File: src/tc_fmt_pkg.sv
package tc_fmt_pkg;

    // operand and result formats
    localparam int EXP_W      = 5;
    localparam int IN_FRAC_W  = 8;
    localparam int OUT_FRAC_W = 4;

    localparam logic [EXP_W-1:0] EXP_MAX = {EXP_W{1'b1}};  // inf and nan exponent

    // hidden bit + fraction + two guard bits
    localparam int SIG_W   = IN_FRAC_W + 3;
    // hidden bit position inside the aligned sum, sticky sits at bit 0
    localparam int HID_POS = SIG_W;
    localparam int ALIGN_W = SIG_W + 3;  // two sign extension bits and sticky on top
    localparam int LZD_W   = 4;          // leading one index over 16 bits

    typedef struct packed {
        logic                 sign;
        logic [EXP_W-1:0]     exp;
        logic [IN_FRAC_W-1:0] frac;
    } in_operand_t;

    typedef struct packed {
        logic                  sign;
        logic [EXP_W-1:0]      exp;
        logic [OUT_FRAC_W-1:0] frac;
    } out_result_t;

    // handoff from normalize to round
    typedef struct packed {
        logic                  sign;
        logic [EXP_W-1:0]      exp;
        logic [OUT_FRAC_W-1:0] mant;    // truncated output fraction
        logic                  guard;
        logic                  round;
        logic                  sticky;
    } pre_round_t;

endpackage

File: src/tc_flag_pkg.sv
package tc_flag_pkg;

    // fflags bit positions
    localparam int IDX_NV = 4;
    localparam int IDX_OF = 3;
    localparam int IDX_UF = 2;
    localparam int IDX_DZ = 1;
    localparam int IDX_NX = 0;

    // special operand combinations found in stage 1
    typedef enum logic [1:0] {
        SP_NONE,     // finite operands
        SP_NAN,      // nan input propagates as quiet nan
        SP_INVALID,  // inf minus inf
        SP_INF       // one or two infinities of the same sign
    } sp_class_e;

    typedef struct packed {
        sp_class_e cls;
        logic      inf_sign;  // sign of the infinite operand
        logic      sel_far;   // exponent gap of 2 or more
    } special_t;

    typedef logic [4:0] fflags_t;

endpackage

File: src/fp_align_add.sv
`timescale 1ns/1ns

module fp_align_add
    import tc_fmt_pkg::*, tc_flag_pkg::*;
(
    input  logic               clk,
    input  logic               rst_n,
    input  logic               en_i,
    input  in_operand_t        a_i,
    input  in_operand_t        b_i,
    output logic [ALIGN_W-1:0] sum_o,
    output logic [EXP_W-1:0]   exp_large_o,
    output in_operand_t        a_o,
    output in_operand_t        b_o,
    output logic               bypass_a0_o,
    output logic               bypass_b0_o,
    output special_t           spec_o
);

    function automatic logic is_zero(input in_operand_t x);
        return (x.exp == '0) && (x.frac == '0);
    endfunction

    function automatic logic is_nan(input in_operand_t x);
        return (&x.exp) && (|x.frac);
    endfunction

    function automatic logic is_inf(input in_operand_t x);
        return (&x.exp) && (x.frac == '0);
    endfunction

    // subnormals sit at exponent 1 with a zero hidden bit
    function automatic logic [EXP_W-1:0] eff_exp(input in_operand_t x);
        return (|x.exp) ? x.exp : EXP_W'(1);
    endfunction

    function automatic logic [SIG_W-1:0] sig_of(input in_operand_t x);
        return {|x.exp, x.frac, 2'b00};
    endfunction

    logic               a_zero, b_zero, a_nan, b_nan, a_inf, b_inf;
    logic [EXP_W-1:0]   a_exp, b_exp;
    logic               a_ge_b;
    in_operand_t        op_large, op_small;
    logic [EXP_W-1:0]   exp_large, shift;
    logic [SIG_W+2**EXP_W-1:0] small_ext;
    logic               sticky;
    logic [ALIGN_W-1:0] large_mag, small_mag;
    logic [ALIGN_W-1:0] large_tc, small_tc, sum;
    special_t           spec_d;

    assign a_zero = is_zero(a_i);
    assign b_zero = is_zero(b_i);
    assign a_nan  = is_nan(a_i);
    assign b_nan  = is_nan(b_i);
    assign a_inf  = is_inf(a_i);
    assign b_inf  = is_inf(b_i);

    assign a_exp  = eff_exp(a_i);
    assign b_exp  = eff_exp(b_i);
    assign a_ge_b = (a_exp >= b_exp);

    assign op_large  = a_ge_b ? a_i : b_i;
    assign op_small  = a_ge_b ? b_i : a_i;
    assign exp_large = a_ge_b ? a_exp : b_exp;
    assign shift     = a_ge_b ? (a_exp - b_exp) : (b_exp - a_exp);

    // low part is wide enough that no shift drops a bit
    assign small_ext = {sig_of(op_small), {(2**EXP_W){1'b0}}} >> shift;
    assign sticky    = |small_ext[2**EXP_W-1:0];

    assign large_mag = {2'b00, sig_of(op_large), 1'b0};
    assign small_mag = {2'b00, small_ext[SIG_W+2**EXP_W-1 -: SIG_W], sticky};

    assign large_tc = op_large.sign ? (~large_mag + 1'b1) : large_mag;
    assign small_tc = op_small.sign ? (~small_mag + 1'b1) : small_mag;
    assign sum      = large_tc + small_tc;  // cannot overflow with 2 extension bits

    always_comb begin
        spec_d.cls = SP_NONE;
        if (a_nan || b_nan) begin
            spec_d.cls = SP_NAN;
        end else if (a_inf && b_inf && (a_i.sign != b_i.sign)) begin
            spec_d.cls = SP_INVALID;
        end else if (a_inf || b_inf) begin
            spec_d.cls = SP_INF;
        end
        spec_d.inf_sign = a_inf ? a_i.sign : b_i.sign;
        spec_d.sel_far  = (shift >= EXP_W'(2));
    end

    always_ff @(posedge clk or negedge rst_n) begin
        if (!rst_n) begin
            sum_o       <= '0;
            exp_large_o <= '0;
            a_o         <= '0;
            b_o         <= '0;
            bypass_a0_o <= 1'b0;
            bypass_b0_o <= 1'b0;
            spec_o      <= '0;
        end else if (en_i) begin
            sum_o       <= sum;
            exp_large_o <= exp_large;
            a_o         <= a_i;
            b_o         <= b_i;
            bypass_a0_o <= a_zero & ~b_zero;  // a is zero so b passes
            bypass_b0_o <= b_zero & ~a_zero;
            spec_o      <= spec_d;
        end
    end

    // a nan operand must never be carried down as an infinity
    nan_not_inf_a: assert property (@(posedge clk) disable iff (!rst_n)
        (is_nan(a_o) || is_nan(b_o)) |-> (spec_o.cls != SP_INF))
        else $error("inf class registered with a nan operand");

endmodule

File: src/fp_normalize.sv
`timescale 1ns/1ns

module fp_normalize
    import tc_fmt_pkg::*, tc_flag_pkg::*;
(
    input  logic               clk,
    input  logic               rst_n,
    input  logic               en_i,
    input  logic [ALIGN_W-1:0] sum_i,
    input  logic [EXP_W-1:0]   exp_large_i,
    input  in_operand_t        a_i,
    input  in_operand_t        b_i,
    input  logic               bypass_a0_i,
    input  logic               bypass_b0_i,
    input  special_t           spec_i,
    output pre_round_t         sig_o,
    output special_t           spec_o
);

    // drop an input fraction straight to output width plus grs
    function automatic pre_round_t pack_bypass(input in_operand_t x);
        pre_round_t p;
        p.sign   = x.sign;
        p.exp    = x.exp;
        p.mant   = x.frac[IN_FRAC_W-1 -: OUT_FRAC_W];
        p.guard  = x.frac[IN_FRAC_W-1-OUT_FRAC_W];
        p.round  = x.frac[IN_FRAC_W-2-OUT_FRAC_W];
        p.sticky = |x.frac[IN_FRAC_W-3-OUT_FRAC_W:0];
        return p;
    endfunction

    logic [ALIGN_W-1:0]    mag;
    logic [2**LZD_W-1:0]   lzd_in;
    logic [7:0]            part1;
    logic [3:0]            part2;
    logic [1:0]            part3;
    logic [LZD_W-1:0]      lead;     // index of the leading one
    logic [EXP_W:0]        exp_sum;
    logic [ALIGN_W-1:0]    norm;
    logic [EXP_W-1:0]      norm_exp;
    logic                  lost;
    pre_round_t            norm_sig;
    pre_round_t            sig_d;

    assign mag    = sum_i[ALIGN_W-1] ? (~sum_i + 1'b1) : sum_i;
    assign lzd_in = {{(2**LZD_W-ALIGN_W){1'b0}}, mag};

    // binary search for the leading one, halving the window each level
    assign lead[3] = |lzd_in[15:8];
    assign part1   = lead[3] ? lzd_in[15:8] : lzd_in[7:0];
    assign lead[2] = |part1[7:4];
    assign part2   = lead[2] ? part1[7:4] : part1[3:0];
    assign lead[1] = |part2[3:2];
    assign part3   = lead[1] ? part2[3:2] : part2[1:0];
    assign lead[0] = part3[1];

    assign exp_sum = {1'b0, exp_large_i} + (EXP_W+1)'(lead);

    always_comb begin
        lost     = 1'b0;
        norm_exp = exp_sum[EXP_W-1:0] - EXP_W'(HID_POS);
        if (lead > LZD_W'(HID_POS)) begin
            // add carried past the hidden bit
            norm = mag >> 1;
            lost = mag[0];
        end else if (exp_sum > (EXP_W+1)'(HID_POS)) begin
            norm = mag << (LZD_W'(HID_POS) - lead);
        end else begin
            // result is subnormal so scale to emin only
            norm     = mag << (exp_large_i - 1'b1);
            norm_exp = '0;
        end
    end

    assign norm_sig.sign   = sum_i[ALIGN_W-1];
    assign norm_sig.exp    = norm_exp;
    assign norm_sig.mant   = norm[HID_POS-1 -: OUT_FRAC_W];
    assign norm_sig.guard  = norm[HID_POS-1-OUT_FRAC_W];
    assign norm_sig.round  = norm[HID_POS-2-OUT_FRAC_W];
    assign norm_sig.sticky = (|norm[HID_POS-3-OUT_FRAC_W:0]) | lost;

    always_comb begin
        if (mag == '0) begin
            sig_d = '0;                  // exact cancellation gives +0
        end else if (bypass_a0_i) begin
            sig_d = pack_bypass(b_i);
        end else if (bypass_b0_i) begin
            sig_d = pack_bypass(a_i);
        end else begin
            sig_d = norm_sig;
        end
    end

    always_ff @(posedge clk or negedge rst_n) begin
        if (!rst_n) begin
            sig_o  <= '0;
            spec_o <= '0;
        end else if (en_i) begin
            sig_o  <= sig_d;
            spec_o <= spec_i;            // class travels with its data
        end
    end

endmodule

File: src/fp_round_pack.sv
`timescale 1ns/1ns

module fp_round_pack
    import tc_fmt_pkg::*, tc_flag_pkg::*;
(
    input  logic        clk,
    input  logic        rst_n,
    input  logic        en_i,
    input  pre_round_t  sig_i,
    input  special_t    spec_i,
    output out_result_t result_o,
    output fflags_t     fflags_o,
    output logic        far_uf_o,
    output logic        near_of_o
);

    logic                use_nan, use_inf, special;
    logic                any_rb, inc, carry;
    logic [OUT_FRAC_W:0] mant_rnd;
    logic [EXP_W:0]      exp_rnd;
    logic                of, uf;
    out_result_t         res_d;
    fflags_t             flags_d;

    assign use_nan = (spec_i.cls == SP_NAN) || (spec_i.cls == SP_INVALID);
    assign use_inf = (spec_i.cls == SP_INF);
    assign special = use_nan || use_inf;

    // round to nearest, ties to even
    assign any_rb   = sig_i.guard | sig_i.round | sig_i.sticky;
    assign inc      = sig_i.guard & (sig_i.round | sig_i.sticky | sig_i.mant[0]);
    assign mant_rnd = {1'b0, sig_i.mant} + (OUT_FRAC_W+1)'(inc);
    assign carry    = mant_rnd[OUT_FRAC_W];  // fraction wrapped to zero
    assign exp_rnd  = {1'b0, sig_i.exp} + (EXP_W+1)'(carry);

    // catches both a rounding carry and an add carry into EXP_MAX
    assign of = !special && (exp_rnd >= {1'b0, EXP_MAX});
    assign uf = !special && (sig_i.exp == '0) && (sig_i.mant == '0) && any_rb;

    always_comb begin
        res_d.sign = sig_i.sign;
        res_d.exp  = exp_rnd[EXP_W-1:0];
        res_d.frac = mant_rnd[OUT_FRAC_W-1:0];
        if (use_nan) begin
            res_d.sign = 1'b0;
            res_d.exp  = EXP_MAX;
            res_d.frac = {1'b1, {(OUT_FRAC_W-1){1'b0}}};  // canonical quiet nan
        end else if (use_inf) begin
            res_d.sign = spec_i.inf_sign;
            res_d.exp  = EXP_MAX;
            res_d.frac = '0;
        end else if (of) begin
            // signed inf keeps the sum sign
            res_d.exp  = EXP_MAX;
            res_d.frac = '0;
        end
    end

    always_comb begin
        flags_d         = '0;
        flags_d[IDX_NV] = (spec_i.cls == SP_INVALID);  // nan inputs stay quiet
        flags_d[IDX_OF] = of;
        flags_d[IDX_UF] = uf;
        flags_d[IDX_DZ] = 1'b0;
        flags_d[IDX_NX] = (!special && any_rb) || of || uf;
    end

    always_ff @(posedge clk or negedge rst_n) begin
        if (!rst_n) begin
            result_o  <= '0;
            fflags_o  <= '0;
            far_uf_o  <= 1'b0;
            near_of_o <= 1'b0;
        end else if (en_i) begin
            result_o  <= res_d;
            fflags_o  <= flags_d;
            far_uf_o  <= spec_i.sel_far & uf;
            near_of_o <= ~spec_i.sel_far & of;
        end
    end

    // overflow always leaves an infinity on the output
    of_packs_inf_a: assert property (@(posedge clk) disable iff (!rst_n)
        fflags_o[IDX_OF] |-> (result_o.exp == EXP_MAX && result_o.frac == '0))
        else $error("OF set without an infinity result");

endmodule

File: src/tc_add.sv
`timescale 1ns/1ns

module tc_add
    import tc_fmt_pkg::*, tc_flag_pkg::*;
(
    input  logic        clk,
    input  logic        rst_n,
    input  logic        en_i,         // global stall, low freezes all stages
    input  in_operand_t a_i,
    input  in_operand_t b_i,
    output out_result_t result_o,
    output fflags_t     fflags_o,
    output logic        far_uf_o,
    output logic        near_of_o
);

    // stage 1 to stage 2
    logic [ALIGN_W-1:0] s1_sum;
    logic [EXP_W-1:0]   s1_exp_large;
    in_operand_t        s1_a;
    in_operand_t        s1_b;
    logic               s1_bypass_a0;
    logic               s1_bypass_b0;
    special_t           s1_spec;

    // stage 2 to stage 3
    pre_round_t         s2_sig;
    special_t           s2_spec;

    fp_align_add u_align_add (
        .clk         (clk),
        .rst_n       (rst_n),
        .en_i        (en_i),
        .a_i         (a_i),
        .b_i         (b_i),
        .sum_o       (s1_sum),
        .exp_large_o (s1_exp_large),
        .a_o         (s1_a),
        .b_o         (s1_b),
        .bypass_a0_o (s1_bypass_a0),
        .bypass_b0_o (s1_bypass_b0),
        .spec_o      (s1_spec)
    );

    fp_normalize u_normalize (
        .clk         (clk),
        .rst_n       (rst_n),
        .en_i        (en_i),
        .sum_i       (s1_sum),
        .exp_large_i (s1_exp_large),
        .a_i         (s1_a),
        .b_i         (s1_b),
        .bypass_a0_i (s1_bypass_a0),
        .bypass_b0_i (s1_bypass_b0),
        .spec_i      (s1_spec),
        .sig_o       (s2_sig),
        .spec_o      (s2_spec)
    );

    fp_round_pack u_round_pack (
        .clk       (clk),
        .rst_n     (rst_n),
        .en_i      (en_i),
        .sig_i     (s2_sig),
        .spec_i    (s2_spec),
        .result_o  (result_o),
        .fflags_o  (fflags_o),
        .far_uf_o  (far_uf_o),
        .near_of_o (near_of_o)
    );

endmodule

File: config.mk
export PLATFORM = sky130hd
export DESIGN_NAME = tc_add
export DESIGN_NICKNAME = d
export VERILOG_FILES = /design/src/tc_fmt_pkg.sv /design/src/tc_flag_pkg.sv /design/src/fp_align_add.sv /design/src/fp_normalize.sv /design/src/fp_round_pack.sv /design/src/tc_add.sv
export SDC_FILE = /design/constraint.sdc
export NUM_CORES = 1
export LEC_CHECK = 0
export ABC_AREA = 0
export BUFFER_PORTS_ARGS = -buffer_cell sky130_fd_sc_hd__buf_4
export CORE_MARGIN = 2
export CORE_UTILIZATION = 57
export CTS_BUF_LIST = sky130_fd_sc_hd__clkbuf_16
export DETAILED_ROUTE_END_ITERATION = 8
export PLACE_DENSITY = 0.8
export SLEW_MARGIN = 10
export SYNTH_ARGS = -nofsm -noshare
export SYNTH_HDL_FRONTEND = slang
export SYNTH_SLANG_ARGS = --single-unit
File: constraint.sdc
create_clock -name clk -period 6.2 [get_ports clk]
set_input_delay 1.24 -clock clk [delete_from_list [all_inputs] [get_ports clk]]
set_output_delay 1.24 -clock clk [all_outputs]
set_load 0.02 [all_outputs]
Word level (Yosys, flattened, before mapping)
Cells that the tools add are included.

Bits in latches: 0. Bits of input ports: 31. Register bits after elaboration: 86. Memories kept: 0. Memory bits (read-only): 0. RAM bits: 0.

Shift-type cells: 3. Mux-type cells: 28. $add $sub $neg: 12. $mul: 0. Equal/unequal tests: 4. Div/mod/pow operators: 0. Bitwise operators: 16. Magnitude comparators: 5. Reduce and logical (&&, ||, !) cells: 42.

Operator list (number): 14-bit 2-to-1 mux (5); 43-bit by 5-bit right shift with 43-bit output (1); 14-bit by 1-bit adder with 14-bit output, second input constant (3); 13-bit 2-to-1 mux (3); 32-bit OR reduction (1); 5-bit 2-to-1 mux (6); 12-bit inverter with 14-bit output (2); 5-bit OR reduction (5); 11-bit 2-to-1 mux (2); 9-bit 2-to-1 mux (2); 8-bit zero test (2); 8-bit OR reduction (2); 5-bit zero test (3); 14-bit adder (1); 14-bit zero test (1); 14-bit inverter (1); 14-bit by 4-bit left shift with 11-bit output (1); 14-bit by 5-bit left shift with 11-bit output (1); 1-bit logical AND (13); 10-bit 2-to-1 mux (1); 5-bit AND reduction (2); 5-bit subtractor (2); 2-bit 2-to-1 mux (4); 8-bit 2-to-1 mux (1); 25 further kinds (45).

Depth between registers and ports, before layout
Gate-level depths: netlist of run 1.

Word-level depth: 18. Depth in mapped cells: 34. Gate-level depth less buffers: 33.

By module
From an unflattened synthesis of run 1, not the netlist that was laid out.

Cells, all modules: 1018. Area total of the unflattened synthesis: 8562.0 um^2.

Modules (own cells, without submodules): fp_align_add (times used 1, sequential area each 1326.3 um^2, area each 4782.1 um^2, cells each 562); fp_normalize (times used 1, sequential area each 425.4 um^2, area each 2859.0 um^2, cells each 365); fp_round_pack (times used 1, sequential area each 400.4 um^2, area each 920.9 um^2, cells each 91).

Worst setup path before layout of run 1
No wires, ideal clock.

Path kind: input port to flip-flop. From: in a_i[9] (netlist name). To: reg u_align_add.sum_o[13]. Slack: -1408 ps. Arrival: 7469 ps. Cell stages on the path: 32. Library setup time: 139 ps. Cell sequence: or4_1 nor2_1 or2_2 ha_1 nand2b_1 a21o_1 a21oi_1 o21ai_0 buf_1 mux4_2 or2_2 o22ai_1 a21oi_1 nor4_1 o21a_1 and2_1 a21oi_1 xnor2_1 ha_1 fa_1 a21o_1 a21oi_1 o21bai_1 a21oi_1 o21bai_1 a21oi_1 o21bai_1 a21oi_1 xor2_1 nand2_1 o32ai_1 a31oi_1.

Cells in the longest elaborated chain, start to end: 11. Elaborated cells on any way between the ends: 19.

RTL lines: start, declared (line tc_add.sv:9) `input in_operand_t a_i,`; 5-bit OR reduction (line fp_align_add.sv:34) `return (|x.exp) ? x.exp : EXP_W'(1);`; 5-bit 2-to-1 mux (line fp_align_add.sv:34); 5-bit >= comparator (line fp_align_add.sv:61) `assign a_ge_b = (a_exp >= b_exp);`; 14-bit 2-to-1 mux (line fp_align_add.sv:64) `assign op_small = a_ge_b ? b_i : a_i;`; 5-bit OR reduction (line fp_align_add.sv:38) `return {|x.exp, x.frac, 2'b00};`; 43-bit by 5-bit right shift with 43-bit output (line fp_align_add.sv:69) `assign small_ext = {sig_of(op_small), {(2**EXP_W){1'b0}}} >> shift;`; 32-bit OR reduction (line fp_align_add.sv:70) `assign sticky = |small_ext[2**EXP_W-1:0];`; 12-bit inverter with 14-bit output (line fp_align_add.sv:76) `assign small_tc = op_small.sign ? (~small_mag + 1'b1) : small_mag;`; 14-bit by 1-bit adder with 14-bit output (line fp_align_add.sv:76); 14-bit 2-to-1 mux (line fp_align_add.sv:76); 14-bit adder (*) (line fp_align_add.sv:77) `assign sum = large_tc + small_tc;`; end signal, assigned (line fp_align_add.sv:102) `sum_o <= sum;`; end, declared (line fp_align_add.sv:11) `output logic [ALIGN_W-1:0] sum_o,`.

Every way passes the cells marked *; elsewhere a longest branch is shown, timed or not. A chain may end at the register's enable or synchronous reset.

Worst setup path in the final report of run 1
Same ends and word-level chain as after synthesis.

==> results of run 1 <==
==> per-stage QoR <==
| stage | std cells | TNS (ns) |
|---|---|---|
| global placement | 1230 | -4.07 |
| detailed placement | 1230 | -5.47 |
| finish | 1266 | -1.93 |
| floorplan | 924 | -1.95 |
| global route | 1266 | -3.41 |
| CTS | 1261 | -1.70 |
==> critical path: cells and delay by family <==
kind                     cells  cell delay [ns]
multiplexers                 1             0.38
XOR/XNOR                     2             0.21
AO/OA/AOI/OAI               17             2.81
adder cells (fa/ha/maj)      3             0.78
AND/OR/NAND/NOR              5             1.01
buffers and inverters        5             0.67
==> power breakdown <==
| group | switching, mW | leakage, nW | internal, mW |
|---|---|---|---|
| Clock | 0.247 | 0.150 | 0.322 |
| Sequential | 0.191 | 1.03 | 0.708 |
| Combinational | 1.66 | 3.26 | 1.48 |
| Total | 2.10 | 4.44 | 2.51 |
==> worst paths after layout <==
path / from / end
setup / recovery: a_i[9] / u_align_add.sum_o[13]$_DFFE_PN0P_
hold / removal: u_normalize.sig_o[12]$_DFFE_PN0P_ / u_normalize.sig_o[12]$_DFFE_PN0P_
setup reg to reg: u_align_add.sum_o[6]$_DFFE_PN0P_ / u_normalize.sig_o[5]$_DFFE_PN0P_
hold reg to reg: u_normalize.sig_o[12]$_DFFE_PN0P_ / u_normalize.sig_o[12]$_DFFE_PN0P_
max in group asynchronous: rst_n / u_align_add.sum_o[2]$_DFFE_PN0P_
min in group asynchronous: rst_n / u_round_pack.result_o[7]$_DFFE_PN0P_
==> layer usage <==
layer	up-vias	wire length (µm)	global-route usage, %
met4	0	752	12.6
li1	3731	-	-
met2	466	11700	53.8
met1	3815	9970	44.1
met3	72	2110	5.12
met5	-	0	0
==> kinds of logic (layout without fill, tap and decap cells) <==
group,Yosys count,count (layout),share of synthesized area [%]
buffers and inverters,108,274,5.34
adder cells (fa/ha/maj),38,38,6.36
other,1,1,0.0479
AND/OR/NAND/NOR,281,281,17.6
multiplexers,102,102,15.2
XOR/XNOR,50,50,5.59
AO/OA/AOI/OAI,258,258,22.4
flip-flops,86,86,27.5
==> registers in the layout, summed over array words and instances, names as in the netlist, 4 cells and up <==
| register | flops |
|---|---|
| u_normalize.spec_o | 4 |
| u_align_add.b_o | 14 |
| u_align_add.sum_o | 14 |
| u_round_pack.fflags_o | 4 |
| u_normalize.sig_o | 13 |
| u_align_add.spec_o | 4 |
| u_align_add.exp_large_o | 5 |
| u_round_pack.result_o | 10 |
| u_align_add.a_o | 14 |
==> area by class of cell <==
class                   count  area [µm²]  area share (%)
inverters                  50         188            1.88
clock buffers               9         225            2.26
flip-flops and latches     86        2150            21.6
clock inverters             7        86.3           0.865
multi-input cells         730        5520            55.3
repair buffers            208        1590            16.0
well taps                 176         220            2.21
==> cells in the final DEF, fill, tap and decap left out, types with 8 or more instances in the layout <==
master	Yosys	routed
o211ai_1	10	10
o21ai_0	45	44
a21oi_2	0	11
nor2b_1	8	8
nor2_1	87	85
inv_1	49	48
or4_1	10	9
ha_1	35	29
mux2i_1	41	39
buf_4	2	202
mux2_2	53	49
xnor2_1	32	30
clkbuf_16	0	9
a31oi_1	15	15
xor2_1	18	18
a21oi_1	70	58
mux4_2	8	8
dfrtp_1	86	86
nor4_1	12	11
a21o_1	10	10
nand2_1	67	65
nor3_1	15	12
o31ai_1	9	8
nand3_1	22	22
==> timing repair <==
| action | 4_1_cts | 5_1_grt |
|---|---|---|
| pin swaps | 20 | 19 |
| gates resized for setup | 22 | 15 |
| endpoints found under the setup margin | 6 | 12 |
| setup buffers | 16 | 8 |
==> results_dict.tcl, run 1 <==
set metrics [dict create \
    fmax_mhz 146 \
    clock_path_buffers 2 \
    finalPower_mw 4.60 \
    grt_first_pass_wirelength_mm 38.3 \
    clock_latency_ns 0.34 \
    finalSetupViolCount 6 \
    rr_worst_depth 20 \
    fin_crit_sh_pct 110 \
    area_growth_pct 27.6 \
    cts.htree.levels 3 \
    whs_ns 0.495 \
    p_per_area_nw_per_um2 461 \
    hpwl_mm 17.6 \
    slowest_stage "or4_4" \
    syn_nets 993 \
    drive_gt1_share_pct 32.1 \
    yosysWarnings 0 \
    io_buffer_count 46 \
    peakVddDrop_mv 0.216 \
    vias 8084 \
    yosysMostFrequentCell "nor2_1" \
    core_area_um2 13300 \
    clock_sinks 86 \
    final_core_util_pct 74.8 \
    path_clk_slew_ns 0.07 \
    root_buffer "clkbuf_16" \
    critical_path_arrival_ns 7.09 \
    synthTopCellsByArea "dfrtp_1, mux2_2, ha_1" \
    place_ws_ns -1.19 \
    routed_via_density 6.39 \
    ios 48 \
    synthTopCellsByCount "nor2_1, dfrtp_1, a21oi_1" \
    drt-total-wl_mm 24.5 \
    cts_tree "done" \
    hp-class "reg -> reg" \
    syn_area_um2 7830 \
    netlist.top_cell.by_area "dfrtp_1" \
    synth_edf_count 0 \
    synthDistinctLibCells 76 \
    finalClockSkew_ns 0.0162 \
    grt_pass1_vias 7661 \
    overflow 0 \
    dr.pass1.iters 6 \
    synthCells 924 \
    worst_pin_slew_ns 0.727 \
    finalHoldViolCount 0 \
    ys_ff_latch 86 \
    die_area_um2 14700 \
    fillers 924 \
    hold_depth 1 \
    maxCapViolCount 0 \
    required_ns 6.46 \
    drt-initial-drc-count 836 \
    final_net_count 1154 \
    die_y_um 121 \
    setup_ws_ns -0.629 \
    syn_avg_cell_area_um2 8.47 \
    rows 42 \
    reg2reg_slack_ns 0.36 \
    crit_fanout 4 \
    start_kind "input port" \
    antenna_left 0 \
    drcViolationCount 0 \
    grt_usage_pct 32.9 \
    critPathCaptureType "flip-flop" \
    slew_violations 0 \
    dieWidth_um 121 \
    synthFlopType "dfrtp_1" \
    cts_hold_buf 0 \
    grt_max_degree 61 \
    leakage_nw 4.44 \
    grt_setup_unrepaired "yes" \
    synth_top_area_share_pct 27.5 \
    numCtsBuffers 9 \
    async_flop_share_pct 100 \
    placed_area_um2 9350 \
    fin_crit_ns 6.83 \
    crit_path_frequent_cell "a21oi_2" \
    antenna_found_initial 0 \
    floorplan.initialDensity_pct 58.6 \
    max-slew-margin-rel_pct 51.6 \
    violations "setup timing" \
    worst_path_largest_cell_delay_ns 0.54 \
    critPathKind "in -> reg" \
    n_antenna_cell 0 \
    wl_per_cell_um 19.4 \
    fin_area_um2 9990 \
    gp_congestion 1.01 \
    status "complete, but fails checks" \
    ys_seq_area_share_pct 27.5 \
]
(Power assumes the default switching activity.)
==> run 2: changes to the inputs <==
--- a/config.mk
+++ b/config.mk
@@ -5,13 +5,13 @@
 export SDC_FILE = /design/constraint.sdc
 export NUM_CORES = 1
 export LEC_CHECK = 0
-export ABC_AREA = 0
+export ABC_AREA = 1
 export BUFFER_PORTS_ARGS = -buffer_cell sky130_fd_sc_hd__buf_4
 export CORE_MARGIN = 2
-export CORE_UTILIZATION = 57
+export CORE_UTILIZATION = 56
 export CTS_BUF_LIST = sky130_fd_sc_hd__clkbuf_16
 export DETAILED_ROUTE_END_ITERATION = 8
-export PLACE_DENSITY = 0.8
+export PLACE_DENSITY = 0.79
 export SLEW_MARGIN = 10
 export SYNTH_ARGS = -nofsm -noshare
 export SYNTH_HDL_FRONTEND = slang
==> run 2 against run 1 <==
  * The run still ends with setup timing left
  * Utilization decreased by 0.15 points
  * Setup slack got worse by 0.25 ns
  * Cell area decreased by 4.5%
  * Clock skew decreased by 0.0055 ns
  * Non-clock buffer count decreased by 35
  * Fmax decreased by 3.5%
  * Synthesized area decreased by 5.5%
  * Clock-buffer cell count unchanged
  * Power increased by 25%
==> results_dict.tcl, run 2 <==
set metrics [dict create \
    final_cell_mix "nand2_1, buf_4, inv_1" \
    io_buffer_count 46 \
    yosysWarnings 0 \
    clock_sinks 86 \
    area_growth_pct 28.9 \
    critPathCaptureType "flip-flop" \
    critical_path_arrival_ns 7.30 \
    die_area_um2 14100 \
    status "complete, but fails checks" \
    overflow 0 \
    grt_usage_pct 31.8 \
    n_antenna_cell 0 \
    slowest_stage "nor4_4" \
    maxCapViolCount 0 \
    root_buffer "clkbuf_16" \
    grt_pass1_vias 7636 \
    violations "setup timing" \
    start_kind "input port" \
    hpwl_mm 16.3 \
    finalSetupViolCount 6 \
    clock_path_buffers 2 \
    synth_top_area_share_pct 29.1 \
    drive_gt1_share_pct 26.2 \
    critPathKind "in -> reg" \
    dieWidth_um 119 \
    final_net_count 1327 \
    dp.cells 1382 \
    synthCells 1115 \
    netlist.top_cell.by_area "dfrtp_1" \
    synthFlopType "dfrtp_1" \
    critPathTopFamily "simple AND/OR/NAND/NOR gates" \
    wl_per_cell_um 17.7 \
    die_y_um 119 \
    drcViolationCount 0 \
    hp-class "reg -> reg" \
    drt-initial-drc-count 1008 \
    grt_setup_unrepaired "yes" \
    crit_fanout 6 \
    required_ns 6.42 \
    setup_ws_ns -0.879 \
    grt_first_pass_wirelength_mm 36.6 \
    worst_pin_slew_ns 1.10 \
    grt_max_degree 87 \
    core_area_um2 12800 \
    ios 48 \
    ys_seq_area_share_pct 29.1 \
    antenna_left 0 \
    rows 41 \
    finalHoldViolCount 0 \
    fin_tns_setup_ns -2.69 \
    synthDistinctLibCells 57 \
    drt-total-wl_mm 25.4 \
    path_buf_inv 11 \
    slew_violations 0 \
    peakVddDrop_mv 0.297 \
    cts_tree "done" \
    p_per_area_nw_per_um2 602 \
    yosysMostFrequentCell "nand2_1" \
    layout_commonest_cell "nand2_1" \
    gp_congestion 0.975 \
    cts.htree.levels 3 \
    reg.largest.list "u_align_add.a_o x14, u_align_add.b_o x14, u_align_add.sum_o x14" \
    dr.pass1.iters 8 \
    floorplan.initialDensity_pct 57.9 \
    finalClockSkew_ns 0.0107 \
    finish.cell_count_without_fillers 1435 \
    antenna_found_initial 0 \
    synth_edf_count 0 \
    vias 8433 \
    crit_path_frequent_cell "nand2_1" \
    max-slew-margin-rel_pct 26.5 \
    fmax_mhz 141 \
    routed_via_density 5.88 \
    syn_nets 1184 \
    async_flop_share_pct 100 \
    ys_ff_latch 86 \
    syn_area_um2 7400 \
    synthTopCellsByArea "dfrtp_1, nand2_1, o21ai_0" \
    numCtsBuffers 9 \
    leakage_nw 4.81 \
    path_clk_slew_ns 0.08 \
    fin_crit_ns 7.08 \
    syn_avg_cell_area_um2 6.63 \
    fin_crit_sh_pct 114 \
    clock_latency_ns 0.35 \
    worst_path_largest_cell_delay_ns 0.45 \
    synthTopCellsByCount "nand2_1, inv_1, o21ai_0" \
]
-- run 2: cell count changes in the layout (fill, tap and decap cells not counted), moves of 23 or more --
cell | before | now
mux2_2 | 49 | 0
buf_4 | 202 | 156
nand2_1 | 65 | 311
mux2i_1 | 39 | 0
o21ai_0 | 44 | 83
inv_1 | 48 | 117
inv_2 | 1 | 24
nand3_1 | 22 | 59
o21ai_1 | 2 | 27
-- run 2: report_power, final --
part	switching [mW]	internal [mW]	leakage (nW)
logic	2.75	1.56	3.61
clock network	0.256	0.321	0.149
registers	0.142	0.703	1.06
-- run 2: area by class of cell --
type | instances | area (µm²)
fill | 902 | 3240
timing repair buffer | 173 | 1380
tap | 172 | 215
clock buffer | 9 | 225
sequential | 86 | 2150
clock inverter | 7 | 83.8
inverter | 145 | 556
multi-input combinational | 843 | 4920
-- run 2: worst paths after layout --
check	from	end	slack, ns	cells after the start
worst max-delay path	a_i[9]	u_align_add.sum_o[13]$_DFFE_PN0P_	-0.88	46
worst min-delay path	u_normalize.spec_o[0]$_DFFE_PN0P_	u_round_pack.near_of_o$_DFFE_PN0P_	0.46	1
worst max register to register	u_align_add.sum_o[0]$_DFFE_PN0P_	u_normalize.sig_o[4]$_DFFE_PN0P_	1.01	38
worst min register to register	u_normalize.spec_o[0]$_DFFE_PN0P_	u_round_pack.near_of_o$_DFFE_PN0P_	0.46	1
max in group asynchronous	rst_n	u_round_pack.fflags_o[2]$_DFFE_PN0P_	4.40	1
min in group asynchronous	rst_n	u_align_add.b_o[12]$_DFFE_PN0P_	1.07	1
-- run 2: through the flow --
stage | worst slack [ns] | power (mW) | cell area [µm²] | util (%) | hold slack [ns]
2_1_floorplan | -0.136 | 3.69 | 7450 | - | 0.436
3_3_place_gp | -0.476 | 4.59 | 8480 | 66.4 | 0.451
3_5_place_dp | -0.745 | 4.67 | 8480 | 66.4 | 0.458
4_1_cts | -0.233 | 5.37 | 9050 | 70.9 | 0.469
5_1_grt | -1.13 | 6.17 | 9540 | 74.7 | 0.505
6_report | -0.879 | 5.74 | 9540 | 74.7 | 0.462
-- run 2: kinds of logic (layout without fill, tap and decap cells) --
group	after synthesis	in the layout	synth area share, %
simple gates	537	537	31.8
flops	86	86	29.1
compound gates	227	227	17.6
mux	2	2	0.271
other cells	1	1	0.0507
buf+inv	186	334	9.93
xor+xnor	38	38	4.50
fa+ha+maj	38	38	6.73
-- run 2: repair_timing --
action                                  in CTS  in global routing
pin swaps                                   31                 59
resized for setup                           35                100
buffers inserted                            21                 22
cloned                                       1                  2
endpoints found under the setup margin       4                  6
hold buffers                                 0                  0
-- run 2: per-layer routing --
layer,vias up,routed length [µm],track usage [%]
li1,3905,-,-
met1,3877,9870,40.8
met2,512,11700,53.4
met3,139,2140,4.65
met4,0,1630,13.5
met5,-,0,0
==> run 3: changes to the inputs <==
--- a/config.mk
+++ b/config.mk
@@ -12,6 +12,7 @@
 export CTS_BUF_LIST = sky130_fd_sc_hd__clkbuf_16
 export DETAILED_ROUTE_END_ITERATION = 8
 export PLACE_DENSITY = 0.79
+export REMOVE_ABC_BUFFERS = 1
 export SLEW_MARGIN = 10
 export SYNTH_ARGS = -nofsm -noshare
 export SYNTH_HDL_FRONTEND = slang
==> run 3 against run 2 <==
  * The flow still finishes with violations (setup timing)
  * Combinational power fell by 5.8%
  * Wire length fell by 14%
  * Power fell by 4.8%
  * Via count fell by 6.3%
  * Clock-buffer cell count did not move
==> results_dict.tcl, run 3 (same netlist as run 2, synthesis figures left out) <==
set metrics [dict create \
    reg.largest.list "u_align_add.a_o x14, u_align_add.b_o x14, u_align_add.sum_o x14" \
    dieWidth_um 119 \
    final-seq-area_um2 2150 \
    antenna_left 0 \
    area_growth_pct 26.6 \
    fin_crit_ns 6.64 \
    fin_crit_sh_pct 107 \
    grt_usage_pct 30.6 \
    finalClockSkew_ns 0.00787 \
    clock_path_buffers 2 \
    finalSetupViolCount 2 \
    worst_pin_slew_ns 1.06 \
    gp_congestion 0.995 \
    peakVddDrop_mv 0.353 \
    root_buffer "clkbuf_16" \
    drive_gt1_share_pct 24.3 \
    critPathCaptureType "flip-flop" \
    final_cell_mix "nand2_1, buf_4, inv_1" \
    critPathKind "in -> reg" \
    multiInputGateArea_um2 4820 \
    antenna_found_initial 0 \
    place_ws_ns -0.827 \
    hp-class "reg -> reg" \
    worst_path_largest_cell_delay_ns 0.32 \
    maxCapViolCount 0 \
    grt_first_pass_wirelength_mm 35.0 \
    critPathTopFamily "simple AND/OR/NAND/NOR gates" \
    dr.pass1.iters 6 \
    drt-initial-drc-count 755 \
    violations "setup timing" \
    status "complete, but fails checks" \
    grt_setup_unrepaired "yes" \
    vias 7900 \
    slew_violations 0 \
    p_per_area_nw_per_um2 583 \
    start_kind "input port" \
    critical_path_arrival_ns 6.86 \
    ios 48 \
    final_core_util_pct 73.3 \
    die_area_um2 14100 \
    fillers 988 \
    required_ns 6.42 \
    n_antenna_cell 0 \
    path_clk_slew_ns 0.07 \
    finalHoldViolCount 0 \
    routed_via_density 5.53 \
    dp.cells 1399 \
    crit_fanout 5 \
    numCtsBuffers 9 \
    die_y_um 119 \
    cts_tree "done" \
    grt_max_degree 82 \
    core_area_um2 12800 \
    floorplan.initialDensity_pct 57.9 \
    fmax_mhz 151 \
    io_buffer_count 46 \
    drt-total-wl_mm 21.9 \
    rows 41 \
    final_net_count 1321 \
    drcViolationCount 0 \
    setup_ws_ns -0.442 \
    cts.htree.levels 3 \
    wl_per_cell_um 15.3 \
    finish.cell_count_without_fillers 1429 \
    clock_latency_ns 0.36 \
    grt_pass1_vias 7246 \
    path_buf_inv 10 \
    layout_commonest_cell "nand2_1" \
    fin_tns_setup_ns -0.676 \
    leakage_nw 4.76 \
    max-slew-margin-rel_pct 29.5 \
    hpwl_mm 16.1 \
    overflow 0 \
    slowest_stage "ha_1" \
    clock_sinks 86 \
]
==> run 3: timing repair <==
action,in CTS,in global routing
gates cloned,0,4
resized for setup,19,91
setup buffers,1,9
setup endpoints to repair,4,7
hold buffers,0,0
pin swaps,4,44
==> run 3: worst paths after layout <==
path	startpoint	to	slack, ns	cells after the start
min in group asynchronous	rst_n	u_align_add.sum_o[1]$_DFFE_PN0P_	0.68	1
min	u_round_pack.fflags_o[4]$_DFFE_PN0P_	u_round_pack.fflags_o[4]$_DFFE_PN0P_	0.48	2
max in group asynchronous	rst_n	u_normalize.sig_o[5]$_DFFE_PN0P_	4.28	2
max reg2reg	u_align_add.sum_o[0]$_DFFE_PN0P_	u_normalize.sig_o[0]$_DFFE_PN0P_	1.30	41
max	b_i[8]	u_align_add.sum_o[13]$_DFFE_PN0P_	-0.44	47
min reg2reg	u_round_pack.fflags_o[4]$_DFFE_PN0P_	u_round_pack.fflags_o[4]$_DFFE_PN0P_	0.48	2
==> run 3: power by group <==
group | internal (mW) | switching, mW
Sequential | 0.703 | 0.142
Combinational | 1.54 | 2.53
Clock | 0.284 | 0.263
Total | 2.53 | 2.93
==> run 3: worst min-delay path: stages (launching register included) <==
cell and delay [ns]:
dfrtp_1 0.34, nand2_1 0.05, nand2_1 0.05
==> run 3: metrics by stage <==
| stage | hold WS (ns) | area [µm²] | total power [mW] |
|---|---|---|---|
| 2_1_floorplan | 0.436 | 7210 | 3.55 |
| 3_3_place_gp | 0.455 | 8580 | 4.60 |
| 3_5_place_dp | 0.461 | 8580 | 4.63 |
| 4_1_cts | 0.478 | 8930 | 5.23 |
| 5_1_grt | 0.503 | 9360 | 6.00 |
| 6_report | 0.478 | 9360 | 5.46 |
==> run 3: cell type report <==
type	count	area share (%)
sequential	86	23.0
tap	172	2.30
multi-input combinational	843	51.5
clock inverter	7	0.788
clock buffer	9	2.41
timing repair buffer	167	14.2
inverter	145	5.87
==> run 3: routing by layer <==
layer	GRT usage [%]	share of wire (%)	wire length [µm]
met5	0	0	0
met4	12.0	2.8	610
met3	4.21	6.3	1390
met2	48.6	46	10000
met1	42.3	45	9850
